### src/include/fams_consts.svh
`ifndef FAMS_CONSTS_SVH
`define FAMS_CONSTS_SVH

//----------------------------------------------------------------------------
// alarm and serial link constants
//----------------------------------------------------------------------------

// gas readings above this and oxygen below it sound the buzzer
`define FAMS_ALARM_LIMIT	20

// clocks per uart bit, 50 MHz / 115200 baud
`define FAMS_BIT_CYCLES		434

//----------------------------------------------------------------------------
// record format
//----------------------------------------------------------------------------

`define FAMS_RECORD_BYTES	10	// bytes per telemetry record
`define FAMS_DIGIT_W		4	// one bcd digit

`endif
### src/hw/fams_pkg.sv
`include "fams_consts.svh"

package fams_pkg;

	//------------------------------------------------------------------------
	// bcd readings from the sensor side
	//------------------------------------------------------------------------

	typedef struct packed {
		logic [`FAMS_DIGIT_W-1:0]	tens;		// upper digit
		logic [`FAMS_DIGIT_W-1:0]	ones;		// lower digit
	} bcd_pair_t;

	typedef struct packed {
		bcd_pair_t			body_temp_int;	// degrees
		bcd_pair_t			body_temp_dec;	// hundredths
		logic [`FAMS_DIGIT_W-1:0]	heart_rate_hun;	// third digit of heart rate
		bcd_pair_t			heart_rate;
		bcd_pair_t			h2;
		bcd_pair_t			liquefied;
		bcd_pair_t			natural;
		bcd_pair_t			harmful;
		bcd_pair_t			oxy;
		bcd_pair_t			temp;		// ambient temperature
		bcd_pair_t			hum;		// relative humidity
	} sensor_bcd_t;

	//------------------------------------------------------------------------
	// binary record, sent byte 9 first
	//------------------------------------------------------------------------

	typedef struct packed {
		logic [7:0]	body_temp_int;	// byte 9
		logic [7:0]	body_temp_dec;
		logic [7:0]	heart_rate;
		logic [7:0]	h2;
		logic [7:0]	liquefied;
		logic [7:0]	natural;
		logic [7:0]	harmful;
		logic [7:0]	oxy;
		logic [7:0]	temp;
		logic [7:0]	hum;		// byte 0
	} record_fields_t;

	// alarm reads by name, sender by byte index
	typedef union packed {
		record_fields_t					fields;
		logic [`FAMS_RECORD_BYTES-1:0][7:0]	bytes;
	} record_t;

endpackage

### src/hw/fams_telemetry.sv
module fams_telemetry (
	input	logic			clk_50m,	// 50MHz board clock
	input	logic			rst_n,
	input	fams_pkg::sensor_bcd_t	readings,	// bcd digits from the sensors
	input	logic			txd_start,	// send the record once
	output	logic			bz,		// active low buzzer
	output	logic			hc06_rxd	// bluetooth module serial input
);

	//------------------------------------------------------------------------
	// record and alarm
	//------------------------------------------------------------------------

	fams_pkg::record_t	record;

	bcd_arrange u_bcd_arrange (
		.clk_50m	(clk_50m),
		.rst_n		(rst_n),
		.readings	(readings),
		.record		(record)
	);

	gas_alarm u_gas_alarm (
		.clk_50m	(clk_50m),
		.rst_n		(rst_n),
		.record		(record),
		.bz		(bz)
	);

	//------------------------------------------------------------------------
	// bluetooth uart
	//------------------------------------------------------------------------

	logic		tx_load;
	logic [7:0]	tx_byte;
	logic		tx_busy;

	record_sender u_record_sender (
		.clk_50m	(clk_50m),
		.rst_n		(rst_n),
		.txd_start	(txd_start),
		.record		(record),
		.tx_busy	(tx_busy),
		.tx_load	(tx_load),
		.tx_byte	(tx_byte),
		.busy		()
	);

	uart_tx u_uart_tx (
		.clk_50m	(clk_50m),
		.rst_n		(rst_n),
		.tx_load	(tx_load),
		.tx_byte	(tx_byte),
		.tx_busy	(tx_busy),
		.txd		(hc06_rxd)
	);

endmodule

### src/hw/record_sender.sv
`include "fams_consts.svh"

module record_sender (
	input	logic			clk_50m,
	input	logic			rst_n,
	input	logic			txd_start,	// one cycle pulse
	input	fams_pkg::record_t	record,		// live record
	input	logic			tx_busy,
	output	logic			tx_load,
	output	logic [7:0]		tx_byte,
	output	logic			busy		// latch to final stop bit
);

	localparam logic [3:0] FIRST_BYTE = 4'(`FAMS_RECORD_BYTES - 1);

	fams_pkg::record_t	snapshot;	// record held for the transfer
	logic [3:0]		byte_idx;
	logic			sent_all;	// final load issued

	//------------------------------------------------------------------------
	// byte sequencing
	//------------------------------------------------------------------------

	always_ff @(posedge clk_50m) begin
		if (!rst_n) begin
			busy		<= 1'b0;
			tx_load		<= 1'b0;
			byte_idx	<= '0;
			sent_all	<= 1'b0;
		end else if (!busy) begin
			if (txd_start) begin
				busy		<= 1'b1;
				byte_idx	<= FIRST_BYTE;
				sent_all	<= 1'b0;
			end
		end else if (tx_load) begin
			tx_load <= 1'b0;	// tx_busy rises on this edge
		end else if (!tx_busy) begin
			if (sent_all) begin
				busy <= 1'b0;
			end else begin
				tx_load <= 1'b1;
				if (byte_idx == 4'd0) begin
					sent_all <= 1'b1;
				end else begin
					byte_idx <= byte_idx - 4'd1;
				end
			end
		end
	end

	// payload path
	always_ff @(posedge clk_50m) begin
		if (!busy && txd_start) begin
			snapshot <= record;
		end
		if (busy && !tx_load && !tx_busy && !sent_all) begin
			tx_byte <= snapshot.bytes[byte_idx];	// byte 9 down to 0
		end
	end

endmodule

### src/hw/uart_tx.sv
`include "fams_consts.svh"

module uart_tx (
	input	logic		clk_50m,
	input	logic		rst_n,
	input	logic		tx_load,	// one cycle, only while idle
	input	logic [7:0]	tx_byte,
	output	logic		tx_busy,	// high through the stop bit
	output	logic		txd		// serial line, idles high
);

	localparam int CNT_W = $clog2(`FAMS_BIT_CYCLES);
	localparam logic [CNT_W-1:0] BIT_LAST = CNT_W'(`FAMS_BIT_CYCLES - 1);

	logic [CNT_W-1:0]	bit_cnt;	// clocks within the current bit
	logic [3:0]		bit_idx;	// 0 start, 1..8 data, 9 stop
	logic [8:0]		shifter;	// data lsb first, then stop bit

	//------------------------------------------------------------------------
	// 8n1 frame
	//------------------------------------------------------------------------

	always_ff @(posedge clk_50m) begin
		if (!rst_n) begin
			tx_busy	<= 1'b0;
			txd	<= 1'b1;
			bit_cnt	<= '0;
			bit_idx	<= '0;
			shifter	<= '1;
		end else if (!tx_busy) begin
			if (tx_load) begin
				tx_busy	<= 1'b1;
				txd	<= 1'b0;		// start bit
				bit_cnt	<= '0;
				bit_idx	<= '0;
				shifter	<= {1'b1, tx_byte};
			end
		end else if (bit_cnt == BIT_LAST) begin
			bit_cnt <= '0;
			if (bit_idx == 4'd9) begin
				tx_busy <= 1'b0;	// stop bit done, line stays high
			end else begin
				bit_idx	<= bit_idx + 4'd1;
				txd	<= shifter[0];
				shifter	<= {1'b1, shifter[8:1]};
			end
		end else begin
			bit_cnt <= bit_cnt + 1'b1;
		end
	end

endmodule

### src/hw/gas_alarm.sv
`include "fams_consts.svh"

module gas_alarm (
	input	logic			clk_50m,
	input	logic			rst_n,
	input	fams_pkg::record_t	record,
	output	logic			bz		// low sounds the buzzer
);

	localparam logic [7:0] LIMIT = 8'(`FAMS_ALARM_LIMIT);

	logic gas_high;
	logic oxy_low;

	// any of the four gases strictly over the limit
	assign gas_high = (record.fields.h2 > LIMIT)
			| (record.fields.liquefied > LIMIT)
			| (record.fields.natural > LIMIT)
			| (record.fields.harmful > LIMIT);

	assign oxy_low = (record.fields.oxy < LIMIT);	// exactly 20 is safe

	always_ff @(posedge clk_50m) begin
		if (!rst_n) begin
			bz <= 1'b1;			// silent
		end else begin
			bz <= ~(gas_high | oxy_low);
		end
	end

endmodule

### src/hw/bcd_arrange.sv
module bcd_arrange (
	input	logic			clk_50m,
	input	logic			rst_n,
	input	fams_pkg::sensor_bcd_t	readings,	// digits held as levels
	output	fams_pkg::record_t	record		// binary record, one clock later
);

	//------------------------------------------------------------------------
	// digit weighting
	//------------------------------------------------------------------------

	// tens * 10 + ones, always fits in a byte
	function automatic logic [7:0] pair_to_bin(input fams_pkg::bcd_pair_t p);
		logic [7:0] tens_w;
		logic [7:0] ones_w;
		tens_w = {4'd0, p.tens};
		ones_w = {4'd0, p.ones};
		return (tens_w * 8'd10) + ones_w;
	endfunction

	fams_pkg::record_t	record_d;
	logic [9:0]		heart_sum;	// up to 999 before truncation

	always_comb begin
		heart_sum = ({6'd0, readings.heart_rate_hun} * 10'd100)
			  + {2'd0, pair_to_bin(readings.heart_rate)};

		record_d.fields.body_temp_int	= pair_to_bin(readings.body_temp_int);
		record_d.fields.body_temp_dec	= pair_to_bin(readings.body_temp_dec);
		record_d.fields.heart_rate	= heart_sum[7:0];	// byte wide field
		record_d.fields.h2		= pair_to_bin(readings.h2);
		record_d.fields.liquefied	= pair_to_bin(readings.liquefied);
		record_d.fields.natural		= pair_to_bin(readings.natural);
		record_d.fields.harmful		= pair_to_bin(readings.harmful);
		record_d.fields.oxy		= pair_to_bin(readings.oxy);
		record_d.fields.temp		= pair_to_bin(readings.temp);
		record_d.fields.hum		= pair_to_bin(readings.hum);
	end

	//------------------------------------------------------------------------
	// record register
	//------------------------------------------------------------------------

	always_ff @(posedge clk_50m) begin
		if (!rst_n) begin
			record <= '0;
		end else begin
			record <= record_d;	// all ten bytes in one step
		end
	end

endmodule

### config.mk
export PLATFORM = sky130hd
export DESIGN_NAME = fams_telemetry
export DESIGN_NICKNAME = d
export VERILOG_FILES = /design/src/hw/fams_pkg.sv /design/src/hw/fams_telemetry.sv /design/src/hw/record_sender.sv /design/src/hw/uart_tx.sv /design/src/hw/gas_alarm.sv /design/src/hw/bcd_arrange.sv
export VERILOG_INCLUDE_DIRS = /design/src /design/src/include
export SDC_FILE = /design/constraint.sdc
export NUM_CORES = 1
export LEC_CHECK = 0
export BUFFER_PORTS_ARGS = -buffer_cell sky130_fd_sc_hd__buf_2
export CAP_MARGIN = 5
export CORE_MARGIN = 2
export CORE_UTILIZATION = 60
export DETAILED_ROUTE_END_ITERATION = 6
export GPL_TIMING_DRIVEN = 1
export PLACE_DENSITY = 0.8
export RECOVER_POWER = 50
export SLEW_MARGIN = 20
export SYNTH_ARGS = -nofsm -noshare
export SYNTH_HDL_FRONTEND = slang
export SYNTH_SLANG_ARGS = --single-unit
### constraint.sdc
create_clock -name clk_50m -period 3.38 [get_ports clk_50m]
set_input_delay 0.507 -clock clk_50m [delete_from_list [all_inputs] [get_ports clk_50m]]
set_output_delay 0.507 -clock clk_50m [all_outputs]
set_load 0.005 [all_outputs]
Yosys cells after proc, flatten, opt, wreduce, memory -nomap -nowiden
Cells that the tools add are included.
{"block": "classes", "mux": 40, "n_mul": 11, "n_lt_le_gt_ge": 6, "addsub": 14, "eq_ne": 8, "bitwise_logic": 5, "reduce_logical": 14}
{"cell": "adder 8 x 4 -> 8 bit", "count": 10}
{"cell": "multiplier 4 x 3 -> 7 bit (second input constant)", "count": 10}
{"cell": "2-to-1 mux 9 bit", "count": 7}
{"cell": "2-to-1 mux 4 bit", "count": 10}
{"cell": "binary-select mux 8 bit (select 4 bit)", "count": 1}
{"cell": "> comparator 8 x 5 -> 1 bit (second input constant)", "count": 4}
{"cell": "2-to-1 mux 1 bit", "count": 21}
{"cell": "!= test 2 bit (second input constant)", "count": 6}
{"cell": "adder 9 x 1 -> 9 bit (second input constant)", "count": 1}
{"cell": "equality test 9 bit (second input constant)", "count": 1}
{"cell": "adder 8 bit", "count": 1}
{"cell": "less-than comparator 8 x 5 -> 1 bit (second input constant)", "count": 1}
{"cell": "2-to-1 mux 8 bit", "count": 1}
{"cell": "multiplier 4 x 5 -> 6 bit (second input constant)", "count": 1}
{"cell": "AND reduction 3 bit", "count": 2}
{"cell": "less-than comparator 4 x 5 -> 1 bit (second input constant)", "count": 1}
{"cell": "AND reduction 5 bit", "count": 1}
{"cell": "adder 4 x 1 -> 4 bit (second input constant)", "count": 1}
{"cell": "equality test 4 bit (second input constant)", "count": 1}
{"cell": "logical AND 1 bit", "count": 4}
{"cell": "zero test 1 bit", "count": 4}
{"cell": "zero test 4 bit", "count": 1}
{"cell": "bitwise OR 1 bit", "count": 4}
{"cell": "nonzero test 2 bit", "count": 2}
{"cell": "other kinds (2)", "count": 2}
{"block": "totals", "reg_bits": 200, "wordCells": 111, "out_inout_bits": 2, "in_bits": 87}

Depth between registers and ports, before layout
Gate-level depths: netlist (run 1).
{"block": "depth", "word_depth": 6, "mapped_depth": 10}

Modules after synthesis
A second synthesis (run 1) with hierarchy kept.
{"block": "unflattened", "cells_unflattened": 816, "hier_area_um2": 9846.9}
{"module": "bcd_arrange", "seq_area_each_um2": 1601.5, "cells_per_inst": 476, "instances": 1, "area_each_um2": 4906.0}
{"module": "record_sender", "seq_area_each_um2": 2782.7, "cells_per_inst": 188, "instances": 1, "area_each_um2": 3653.5}
{"module": "uart_tx", "seq_area_each_um2": 460.4, "cells_per_inst": 134, "instances": 1, "area_each_um2": 1151.1}
{"module": "gas_alarm", "seq_area_each_um2": 20.0, "cells_per_inst": 18, "instances": 1, "area_each_um2": 136.4}

Worst setup path after synthesis (run 1)
No wires, ideal clock.
{"block": "synth_path", "kind": "input to register", "startpoint": "input readings[61] (netlist bit)", "endpoint": "register u_bcd_arrange.record[63] (netlist bit)", "path_stages": 10, "arrival_ns": 2.562, "t_required_ns": 3.265, "setup_slack_ns": 0.703, "path_buffers": 0, "cell_sequence": "ha_1 ha_1 fa_1 ha_1 ha_1 o21ai_0 o21bai_1 a21oi_1 xnor2_1 and2_1"}
{"block": "synth_between", "elab_chain_len": 3}
{"element": "from (decl)", "line": "fams_telemetry.sv:4", "text": "input fams_pkg::sensor_bcd_t readings,"}
{"element": "multiplier 4 x 3 -> 7 bit", "line": "bcd_arrange.sv:18", "text": "return (tens_w * 8'd10) + ones_w;"}
{"element": "adder 8 x 4 -> 8 bit", "line": "bcd_arrange.sv:18"}
{"element": "adder 8 bit", "line": "bcd_arrange.sv:26", "text": "+ {2'd0, pair_to_bin(readings.heart_rate)};"}
{"element": "to (signal assigned)", "line": "bcd_arrange.sv:48", "text": "record <= record_d;"}
{"element": "to (decl)", "line": "bcd_arrange.sv:5", "text": "output fams_pkg::record_t record"}
No other way between the ends.
A chain may end at the register's enable or synchronous reset.

Final worst setup path (run 1)
Same ends and word-level chain as after synthesis.

==> results by group, run 1 <==
Status
  • Status: finished with violations
  • Failing checks: max-capacitance violations, max-slew violations

Cells and area
  • Footprint of the multi-input gates: around 4400 µm²
  • Synthesis-to-layout area growth: 13.0%
  • Fin nets: between 1,000 and 1,500
  • Fillers: 1,118
  • Share of layout cells above drive strength 1: roughly 15%
  • FF/Latch Area: 4860 µm²
  • Fin cells: 1,118
  • Diode count: 0
  • Post-Route Utilization: 68.7%

Worst setup path
  • Flop2flop setup slack: between 1000 and 1500 ps
  • Critical Path Source Type: input port
  • Delay-heaviest family, CP: adder cells
  • R2r worst-path depth: 4
  • Largest fanout on the critical path: 3
  • Slowest-stage cell, CP: fa_1
  • WP data required: roughly 3700 ps
  • Worst path max stage delay: about 460 ps
  • Worst Setup End Kind: flop
  • Critical path arrival: 2860 ps
  • Critical-path cell list: buf_2 -> ha_1 -> ha_1 -> fa_1 -> ha_1 -> ha_1 -> o21ai_0 -> o21bai_1 -> a21oi_1 -> xnor2_1 -> and2_1
  • CP bufs+invs: 1
  • WS Path Type: in -> reg
  • R2r endpoint: u_record_sender.tx_byte[6]
  • FF-to-FF Start: u_record_sender.byte_idx[0]
  • Crit path top cell by count: ha_1

Logic synthesis
  • Post-Syn Nets: 992
  • Primary FF master, synth: dfxtp_1
  • Register bit total from synthesis: just under 200
  • Seq/Total Area, Yosys: just over 50%
  • Top post-synthesis cells by area: edfxtp_1 28%, dfxtp_1 23%, ha_1 11%
  • Ys Warns: 0
  • Syn avg cell area: roughly 12 µm²
  • Number of synthesized flops with an enable pin: 88
  • Netlist Area Pre-Place: about 9500 µm²
  • Post-synth top area share: 27.7%
  • Commonest cells post-synth: 111 x dfxtp_1, 88 x edfxtp_1, 84 x ha_1
  • Mapped Cells: ~800
  • Yosys cell types: 50
  • Async S/R FF share, synth: 0%
  • Count leader, synth: dfxtp_1
  • Largest area contributor in the netlist: edfxtp_1

Timing
  • Endpoints failing setup: 0
  • Worst slew pin tran: ~1600 ps
  • Fmax: approximately 0.39 GHz
  • Slew headroom: -5.04%
  • Setup WS post-layout: between 800 and 900 ps
  • Slew Viols, Final: 37
  • Worst Clk Skew: ~7.5 ps
  • WHS: 288 ps
  • Crit path time final: roughly 2600 ps
  • Unrepaired setup endpoints after global routing: no
  • Final TNS setup: 0 ps
  • Period Utilization, post-route: approximately three quarters
  • Final Hold Viols: 0

Die
  • Die Span Y: ~130 µm
  • Core ar.: roughly 16,000 µm²
  • Die area: approximately 17,000 µm²
  • # rows: between 40 and 50
  • Initial Util: around three fifths
  • Die Width: ~130 µm
  • Top Ports: 89

Global routing
  • Largest net degree at the start of global routing: between 50 and 60
  • Grt ovf: 0
  • Vias in the first global route: ~5,900
  • First-pass GRT wire length: around 28,000 µm
  • GR Util All Layers: 21.5%
  • Initial antenna violation count: 0

Power
  • Leakage Power: 4.53 nW
  • Peak supply drop: around 420 µV
  • PwrDens: ~540 nW/µm²

CTS
  • H-tree depth: 4
  • Clk Tree Root Cell: clkbuf_16
  • Worst-path clk slew: approximately 70 ps
  • CTS tree: built
  • Max Root-Sink Buffers: 2
  • CTS resizes: 0
  • Total CTS buffers: 17
  • CTS Hold Bufs: 0
  • Clock sinks: around 200
  • Buffer count from post-CTS setup fixing: 0
  • Clock Latency Late Sink: approximately 420 ps

Drt
  • Routed len/inst: roughly 15 µm
  • Initial drt markers: slightly above 300
  • Detail Route Antenna Nets: 0
  • First-pass iteration count of the detailed router: 4
  • Via/cell ratio: 5.42
  • DRC Markers: 0
  • Final WL: between 15,000 and 20,000 µm
  • DR vias: 6,063

Worst hold path
  • Hold Path End: u_bcd_arrange.record[24]
  • Hold path depth: 2
  • Hold Path Origin: readings[24]
  • Hold Path Class: in -> reg

Placed design
  • Detailed placement HPWL: 12,300 µm
  • Routability cong.: 0.778
  • # port buffers: around 90
  • Dpl cells: ~1,100
  • Dpl ws: 428 ps

Job
  • Max-capacitance violation count: 1
==> worst reg2reg max path, delay by kind of cell, from the launching register on <==
kind            cells  cell delay (ps)
compound gates      1              110
flops               1              700
mux                 2              760
buf+inv             1              340
==> where the power goes <==
part / total, mW / switching [mW] / internal, mW
Sequential: 2.94 / 0.132 / 2.81
Combinational: 0.960 / 0.507 / 0.454
Clock: 1.98 / 0.903 / 1.08
Total: 5.88 / 1.54 / 4.34
==> routing by layer <==
| metal | share of wire [%] | up-vias | GRT usage [%] |
|---|---|---|---|
| met1 | 45 | 2909 | 28.4 |
| met3 | 2.7 | 19 | 2.95 |
| li1 | - | 3037 | - |
| met2 | 51 | 98 | 36.7 |
| met4 | 1.6 | 0 | 7.46 |
| met5 | 0 | - | 0 |
==> kinds of logic (layout without fill, tap and decap cells) <==
logic type	Yosys count	count (layout)	synth area share [%]
adder cells (fa/ha/maj)	106	106	15.6
flip-flops	199	199	51.0
AO/OA/AOI/OAI	117	117	7.54
AND/OR/NAND/NOR	224	224	11.9
XOR/XNOR	48	48	4.55
multiplexers	47	47	7.04
buffers and inverters	58	161	2.40
==> cell usage in the layout (no fill, tap or decap), types with 5 or more instances in the layout <==
cell type / instances
a21o_1: 13
a21oi_1: 36
a22oi_1: 7
and2_0: 11
and2_1: 13
and3_1: 5
buf_2: 74
clkbuf_1: 17
clkbuf_16: 19
dfxtp_1: 111
edfxtp_1: 88
fa_1: 22
ha_1: 84
inv_1: 34
inv_6: 5
mux2i_1: 30
mux4_2: 16
nand2_1: 39
nand2b_1: 10
nand3_1: 14
nand4_1: 9
nor2_1: 70
nor2b_1: 23
nor3_1: 13
o21ai_0: 26
o21bai_1: 9
o22ai_1: 11
xnor2_1: 15
xor2_1: 32
==> worst max path at each step <==
stage,end,depth (start not counted),startpoint,slack (ps)
detailed placement,u_bcd_arrange.record[63],11,readings[61],430
global route,u_bcd_arrange.record[63],11,readings[61],750
global placement,u_bcd_arrange.record[63],11,readings[61],480
floorplan,u_bcd_arrange.record[63],10,readings[61],700
CTS,u_bcd_arrange.record[63],11,readings[61],850
finish,u_bcd_arrange.record[63],11,readings[61],830
==> sequential cells by signal, summed over array words and instances, names as in the netlist <==
name                      count
u_bcd_arrange.record         80
u_record_sender.snapshot     80
u_uart_tx.bit_cnt             9
u_record_sender.tx_byte       8
u_uart_tx.shifter             8
u_record_sender.byte_idx      4
u_uart_tx.bit_idx             4
u_gas_alarm.bz                1
u_record_sender.busy          1
u_record_sender.sent_all      1
u_record_sender.tx_load       1
u_uart_tx.tx_busy             1
u_uart_tx.txd                 1
==> cell type report <==
cell class	count	area share (%)
repair buffers	94	4.50
flip-flops and latches	199	45.1
well taps	216	2.50
multi-input cells	542	41.2
clock inverters	11	0.916
inverters	35	1.22
clock buffers	21	4.57
==> stage by stage <==
stage | area [µm²] | power [mW]
finish | 10800 | 5.88
global route | 10800 | 6.15
floorplan | 9550 | 3.65
detailed placement | 10200 | 3.95
global placement | 10200 | 3.91
CTS | 10800 | 5.92
Power figures use the tool's default switching activity.
==> inputs of run 2 (changes only) <==
ABC_AREA = 1   (was not set)
CORE_UTILIZATION = 54   (was 60)
PLACE_DENSITY = 0.76   (was 0.8)
clock period = 2.1 ns   (was 3.38 ns; I/O delays follow)
==> run 2 against run 1 <==
Net effect:
- setup slack worse by 810 ps
- first-iteration DRC count is 63% higher
- clock skew is 2.4 ps higher
- hold slack worse by 210 ps
- total power is 62% higher
- via count is 22% higher
- utilization is 5.7 points lower
- the flow now finishes without violations
==> results by group, run 2 <==
Worst setup path
  • Worst Setup End Kind: flop
  • Largest fanout on the critical path: 4 (+1)
  • WP data required: 2470 ps (-1220 ps)
  • WS Path Type: in -> reg
  • Critical Path Source Type: input port
  • Critical path arrival: 2440 ps (-420 ps)

Timing
  • Worst slew pin tran: 721 ps (-855 ps)
  • Period Utilization, post-route: 98.9%
  • Unrepaired setup endpoints after global routing: yes
  • Slew Viols, Final: 0 (-100%)
  • Final Hold Viols: 0 (unchanged)
  • WHS: 74.8 ps (-213 ps)
  • Crit path time final: a little over 2000 ps
  • Endpoints failing setup: 0 (unchanged)
  • Fmax: 0.482 GHz
  • Slew headroom: 51.9% (+57 points)
  • Worst Clk Skew: 9.94 ps (+2.41 ps)

CTS
  • Total CTS buffers: 17 (unchanged)
  • CTS tree: built
  • Worst-path clk slew: 70 ps (about the same)
  • Clock sinks: 199 (unchanged)
  • Clock Latency Late Sink: 430 ps (about the same)
  • H-tree depth: 4 (unchanged)
  • Clk Tree Root Cell: clkbuf_16
  • Buffer count from post-CTS setup fixing: 0 (unchanged)
  • Max Root-Sink Buffers: 2 (unchanged)

Power
  • Power, Total: 9.51 mW (+62%)
  • Peak supply drop: 539 µV (+29%)
  • PwrDens: 844 nW/µm² (+55%)
  • Leakage Power: 5.25 nW (+16%)

Cells and area
  • FF/Latch Area: 4860 µm² (unchanged)
  • Share of layout cells above drive strength 1: 12.9% (-1.7 points)
  • Synthesis-to-layout area growth: 14.5%
  • Diode count: 0 (unchanged)
  • Fin nets: 1,382 (+28%)
  • Fillers: 1,492 (+33%)
  • Commonest non-fill, non-tap cell in the layout: nand2_1
  • Largest registers: u_bcd_arrange.record (80), u_record_sender.snapshot (80), u_uart_tx.bit_cnt (9)
  • Footprint of the multi-input gates: 4390 µm² (-1.2%)
  • Most frequent cells in the layout: 231 x nand2_1, 133 x inv_1, 111 x dfxtp_1
  • Fin cells: 1,430 (+28%)
  • Post-Route Utilization: 63.0% (-5.7 points)

Logic synthesis
  • Netlist Area Pre-Place: 9840 µm² (+3.1%)
  • Primary FF master, synth: dfxtp_1
  • Top post-synthesis cells by area: edfxtp_1 27%, dfxtp_1 23%, ha_1 11%
  • Post-synth top area share: 26.8% (-0.84 points)
  • Simple-gate portion of the synthesized area: 18.6% (+6.7 points)
  • Register bit total from synthesis: 199 (unchanged)
  • Post-Synth XOR/XNOR Area: 1.16% (-3.4 points)
  • Count leader, synth: nand2_1
  • Largest family of logic cells by synthesized area: simple AND/OR/NAND/NOR gates
  • Commonest cells post-synth: 232 x nand2_1, 134 x inv_1, 111 x dfxtp_1
  • Synth Area in Adders: 15.1% (-0.47 points)
  • Yosys cell types: 38 (-24%)
  • Seq/Total Area, Yosys: 49.4% (-1.5 points)
  • Syn avg cell area: 9.06 µm² (-24%)
  • Largest area contributor in the netlist: edfxtp_1
  • Ys Warns: 0 (unchanged)
  • Post-synthesis mux area share: 0% (-7.0 points)
  • Synth Area in Compound Gates: 9.06% (+1.5 points)
  • Number of synthesized flops with an enable pin: 88 (unchanged)
  • Async S/R FF share, synth: 0% (unchanged)
  • Post-Syn Nets: 1,280 (+29%)
  • Mapped Cells: 1,087 (+36%)

Drt
  • DRC Markers: 0 (unchanged)
  • Max Used Layer: met4
  • Detail Route Antenna Nets: 0 (unchanged)
  • Initial drt markers: 491 (+63%)
  • Met1 Wirelength: 8370 µm (+8.0%)
  • First-pass iteration count of the detailed router: 7 (+3)
  • Routed len/inst: 13.0 µm (-15%)
  • Final WL: 18,500 µm (+8.1%)
  • DR vias: 7,407 (+22%)
  • Via/cell ratio: 5.18 (-4.5%)
  • Met2 WL: 9080 µm (+4.8%)
  • Met3 Wirelength: 776 µm (+70%)

Die
  • Core ar.: 17,900 µm² (+14%)
  • Initial Util: 55.0% (-5.8 points)
  • Top Ports: 89 (unchanged)
  • Die area: 19,300 µm² (+14%)
  • # rows: 49 (+6.5%)
  • Die Width: 139 µm (+6.8%)
  • Die Span Y: 139 µm (+6.8%)

Placed design
  • Dpl cells: 1,399 (+29%)
  • # port buffers: 88 (unchanged)
  • Routability cong.: 0.811 (+4.1%)
  • Detailed placement HPWL: 13,700 µm (+12%)

Worst hold path
  • Hold Path Class: in -> reg

Global routing
  • First-pass GRT wire length: 31,100 µm (+11%)
  • Largest net degree at the start of global routing: 53 (-8.6%)
  • Vias in the first global route: 6,880 (+18%)
  • GR Util All Layers: 19.7% (-1.8 points)
  • Grt ovf: 0 (unchanged)
  • Initial antenna violation count: 0 (unchanged)

Status
  • Status: finished clean

Job
  • Max-capacitance violation count: 0 (-1)
run 2: power by group:
group	internal, mW	total, mW	switching [mW]
sequential	4.49	4.65	0.160
combinational	0.711	1.79	1.08
clock	1.72	3.08	1.36
run 2: final timing paths:
| path | startpoint | end | slack (ps) | cells past startpoint |
|---|---|---|---|---|
| worst min-delay path | readings[32] | u_bcd_arrange.record[32] | 70 | 3 |
| worst max-delay path | readings[63] | u_bcd_arrange.record[63] | 20 | 13 |
| worst min register to register | u_bcd_arrange.record[56] | u_record_sender.snapshot[56] | 400 | 0 |
| worst max register to register | u_record_sender.busy | u_record_sender.snapshot[34] | 430 | 4 |
run 2: kinds of logic after synthesis:
group           count (synthesis)
compound gates                167
xor+xnor                       13
fa+ha+maj                     106
buf+inv                       165
flops                         199
simple gates                  437
run 2: per-stage QoR:
step / setup slack, ps / setup TNS (ps) / instance area [µm²]
finish: 23.3 / 0 / 11300
global route: -39.0 / -39.0 / 11300
CTS: 10.4 / 0 / 11300
global placement: -416 / -933 / 10700
floorplan: -220 / -303 / 9910
detailed placement: -448 / -1130 / 10700
run 2: timing repair:
item                                   in CTS  in global routing
hold buffers                                0                  0
endpoints found under the hold margin       0                  0
resized for setup                           0                  8
setup endpoints to repair                   0                  1
run 2: critical path, cell delays in order:
cell	delay [ps]
buf_8	100
ha_4	230
ha_4	160
fa_2	330
xor2_1	160
ha_1	310
ha_4	300
nand2_2	50
nor3_2	180
nor2_2	60
nand3_1	70
nand2_1	50
nor2_1	110
run 2: layout make-up:
class	count	share of cell area [%]
sequential	199	43.1
tap	229	2.54
inverter	136	4.58
clock buffer	22	4.49
clock inverter	9	0.577
timing repair buffer	112	5.69
multi-input combinational	723	39.0
run 2: routing by layer:
metal  vias up  track usage (%)
li1       3802                -
met1      3412             25.5
met5         -                0
met4         0             6.38
met3        30             3.94
met2       163             33.6
==> inputs of run 3 (changes only) <==
==> constraint.sdc (replaced) <==
create_clock -name clk_50m -period 2.1 [get_ports clk_50m]
set_input_delay 0.105 -clock clk_50m [delete_from_list [all_inputs] [get_ports clk_50m]]
set_output_delay 0.105 -clock clk_50m [all_outputs]
set_load 0.005 [all_outputs]
==> run 3 against run 2 <==
Net effect:
- register-to-register slack got worse by 150 ps
- highest routed layer unchanged
- combinational power about the same
- critical path type unchanged
- largest cell class unchanged
- flip-flop and latch count stayed put
- design area is 1.1% higher
- utilization increased by 0.68 points
- critical path depth is 3 lower
- non-clock buffer count increased by 11
==> results by group, run 3 (synthesis gave the netlist of run 2 again) <==
CTS
  • Total CTS buffers: 17 (unchanged)
  • Clock sinks: 199 (unchanged)
  • CTS tree: built
  • Worst-path clk slew: 70 ps (about the same)
  • H-tree depth: 4 (unchanged)
  • Clock Latency Late Sink: 430 ps (about the same)
  • Max Root-Sink Buffers: 2 (unchanged)
  • Buffer count from post-CTS setup fixing: 0 (unchanged)
  • Clk Tree Root Cell: clkbuf_16

Global routing
  • Vias in the first global route: 6,924 (+0.64%)
  • First-pass GRT wire length: 31,300 µm (+0.62%)
  • Largest net degree at the start of global routing: 72 (+36%)
  • Grt ovf: 0 (unchanged)
  • GR Util All Layers: 19.9% (+0.17 points)
  • Initial antenna violation count: 0 (unchanged)

Worst setup path
  • Critical Path Source Type: input port
  • Worst Setup EP: u_bcd_arrange.record[39]
  • Largest fanout on the critical path: 3 (-1)
  • WP data required: 2410 ps (-60 ps)
  • Critical-path cell list: dlygate4sd3_1 -> buf_2 -> ha_1 -> ha_1 -> fa_1 -> inv_1 -> nor2_1 -> nand2_1 -> o21ai_1 -> a21oi_1
  • Critical path arrival: 2260 ps (-180 ps)
  • FF-to-FF Start: u_uart_tx.tx_busy
  • Crit path top cell by count: ha_1
  • WS Path Type: in -> reg
  • Crit path from: readings[39]
  • Worst Setup End Kind: flop
  • R2r worst-path depth: 6 (+2)
  • Slowest-stage cell, CP: fa_1
  • Flop2flop setup slack: 280 ps (-150 ps)
  • R2r endpoint: u_uart_tx.bit_idx[1]
  • Worst path max stage delay: 540 ps (+210 ps)

Drt
  • Final WL: 18,600 µm (+0.49%)
  • DRC Markers: 0 (unchanged)
  • First-pass iteration count of the detailed router: 6 (-1)
  • Via/cell ratio: 5.10 (-1.5%)
  • Detail Route Antenna Nets: 0 (unchanged)
  • Initial drt markers: 452 (-7.9%)
  • Routed len/inst: 12.9 µm (-0.35%)
  • DR vias: 7,358 (-0.66%)

Die
  • Die area: 19,300 µm² (unchanged)
  • Die Span Y: 139 µm (unchanged)
  • Core ar.: 17,900 µm² (unchanged)
  • # rows: 49 (unchanged)
  • Die Width: 139 µm (unchanged)
  • Top Ports: 89 (unchanged)
  • Initial Util: 55.0% (unchanged)

Placed design
  • Placed cell areas: 10,700 µm² (-0.54%)
  • Detailed placement HPWL: 13,500 µm (-1.7%)
  • # port buffers: 88 (unchanged)
  • Routability cong.: 0.833 (+2.7%)

Status
  • Status: finished clean

Power
  • PwrDens: 856 nW/µm² (+1.5%)
  • Leakage Power: 5.29 nW (+0.74%)
  • Peak supply drop: 548 µV (+1.7%)

Cells and area
  • Most frequent cells in the layout: 232 x nand2_1, 133 x inv_1, 111 x dfxtp_1
  • Synthesis-to-layout area growth: 15.8%
  • Fillers: 1,459 (-2.2%)
  • Diode count: 0 (unchanged)
  • Largest registers: u_bcd_arrange.record (80), u_record_sender.snapshot (80), u_uart_tx.bit_cnt (9)
  • Fin nets: 1,393 (+0.80%)
  • Post-Layout Inst Area: 11,400 µm² (+1.1%)
  • Commonest non-fill, non-tap cell in the layout: nand2_1
  • Share of layout cells above drive strength 1: 12.1% (-0.79 points)

Timing
  • Fmax: 0.515 GHz (+6.9%)
  • Crit path time final: 1940 ps (-135 ps)
  • Period Utilization, post-route: 92.5% (-6.4 points)
  • Worst slew pin tran: 1110 ps (+389 ps)
  • Final Hold Viols: 0 (unchanged)
  • Slew headroom: 26.0% (-26 points)
  • Endpoints failing setup: 0 (unchanged)
  • Unrepaired setup endpoints after global routing: no
  • Worst Clk Skew: 8.20 ps (-1.74 ps)
  • WHS: 10.3 ps (-64.5 ps)
  • Slew Viols, Final: 0 (unchanged)
  • Final TNS setup: 0 ps (unchanged)

Job
  • Max-capacitance violation count: 0 (unchanged)

Worst hold path
  • Hold Path Class: in -> reg
  • Hold Path Origin: readings[4]
==> run 3: how the worst min path moves through the flow <==
stage	cells after the start	slack [ps]	to
2_1_floorplan	2	200	u_bcd_arrange.record[0]
3_3_place_gp	3	290	u_bcd_arrange.record[48]
3_5_place_dp	3	300	u_bcd_arrange.record[32]
4_1_cts	4	2	u_bcd_arrange.record[33]
5_1_grt	3	9	u_bcd_arrange.record[7]
6_report	4	10	u_bcd_arrange.record[1]
==> run 3: critical path, delay by kind of cell <==
kind / cells / cell delay (ps)
buffers and inverters: 3 / 730
AOI/OAI and AO/OA: 2 / 180
and+or+nand+nor: 2 / 210
adders and majority gates: 3 / 1040
==> run 3: layout make-up <==
cell class	count	area, µm²	area share [%]
repair buffers	123	732	6.42
clock inverters	14	186	1.64
well taps	229	287	2.51
multi-input cells	723	4380	38.5
inverters	136	514	4.51
flip-flops and latches	199	4860	42.7
clock buffers	18	429	3.77
==> run 3: where the power goes <==
group,internal (mW),total (mW),switching (mW)
Combinational,0.696,1.77,1.07
Sequential,4.49,4.64,0.155
Clock,1.91,3.35,1.44
Total,7.09,9.76,2.67
==> run 3: what timing repair did <==
item,in CTS,in global routing
hold buffers,17,0
hold endpoints to repair,17,0
resized for setup,0,1
endpoints found under the setup margin,0,1
==> run 3: per-stage QoR <==
step,utilization [%],setup WS [ps],std cells,power [mW]
after CTS,63.9,154,1442,9.82
final,63.7,158,1442,9.76
after floorplan,-,-10.2,1087,5.93
after global placement,59.5,-219,1393,6.41
after global routing,63.7,27.6,1442,10.3
after detailed placement,59.5,-250,1393,6.47
==> run 3: routing by layer <==
metal  part of all wire, %  global-route usage [%]
met5                     0                       0
met3                   3.6                    3.45
met4                   2.1                    7.66
met1                    46                    25.6
met2                    48                    33.8
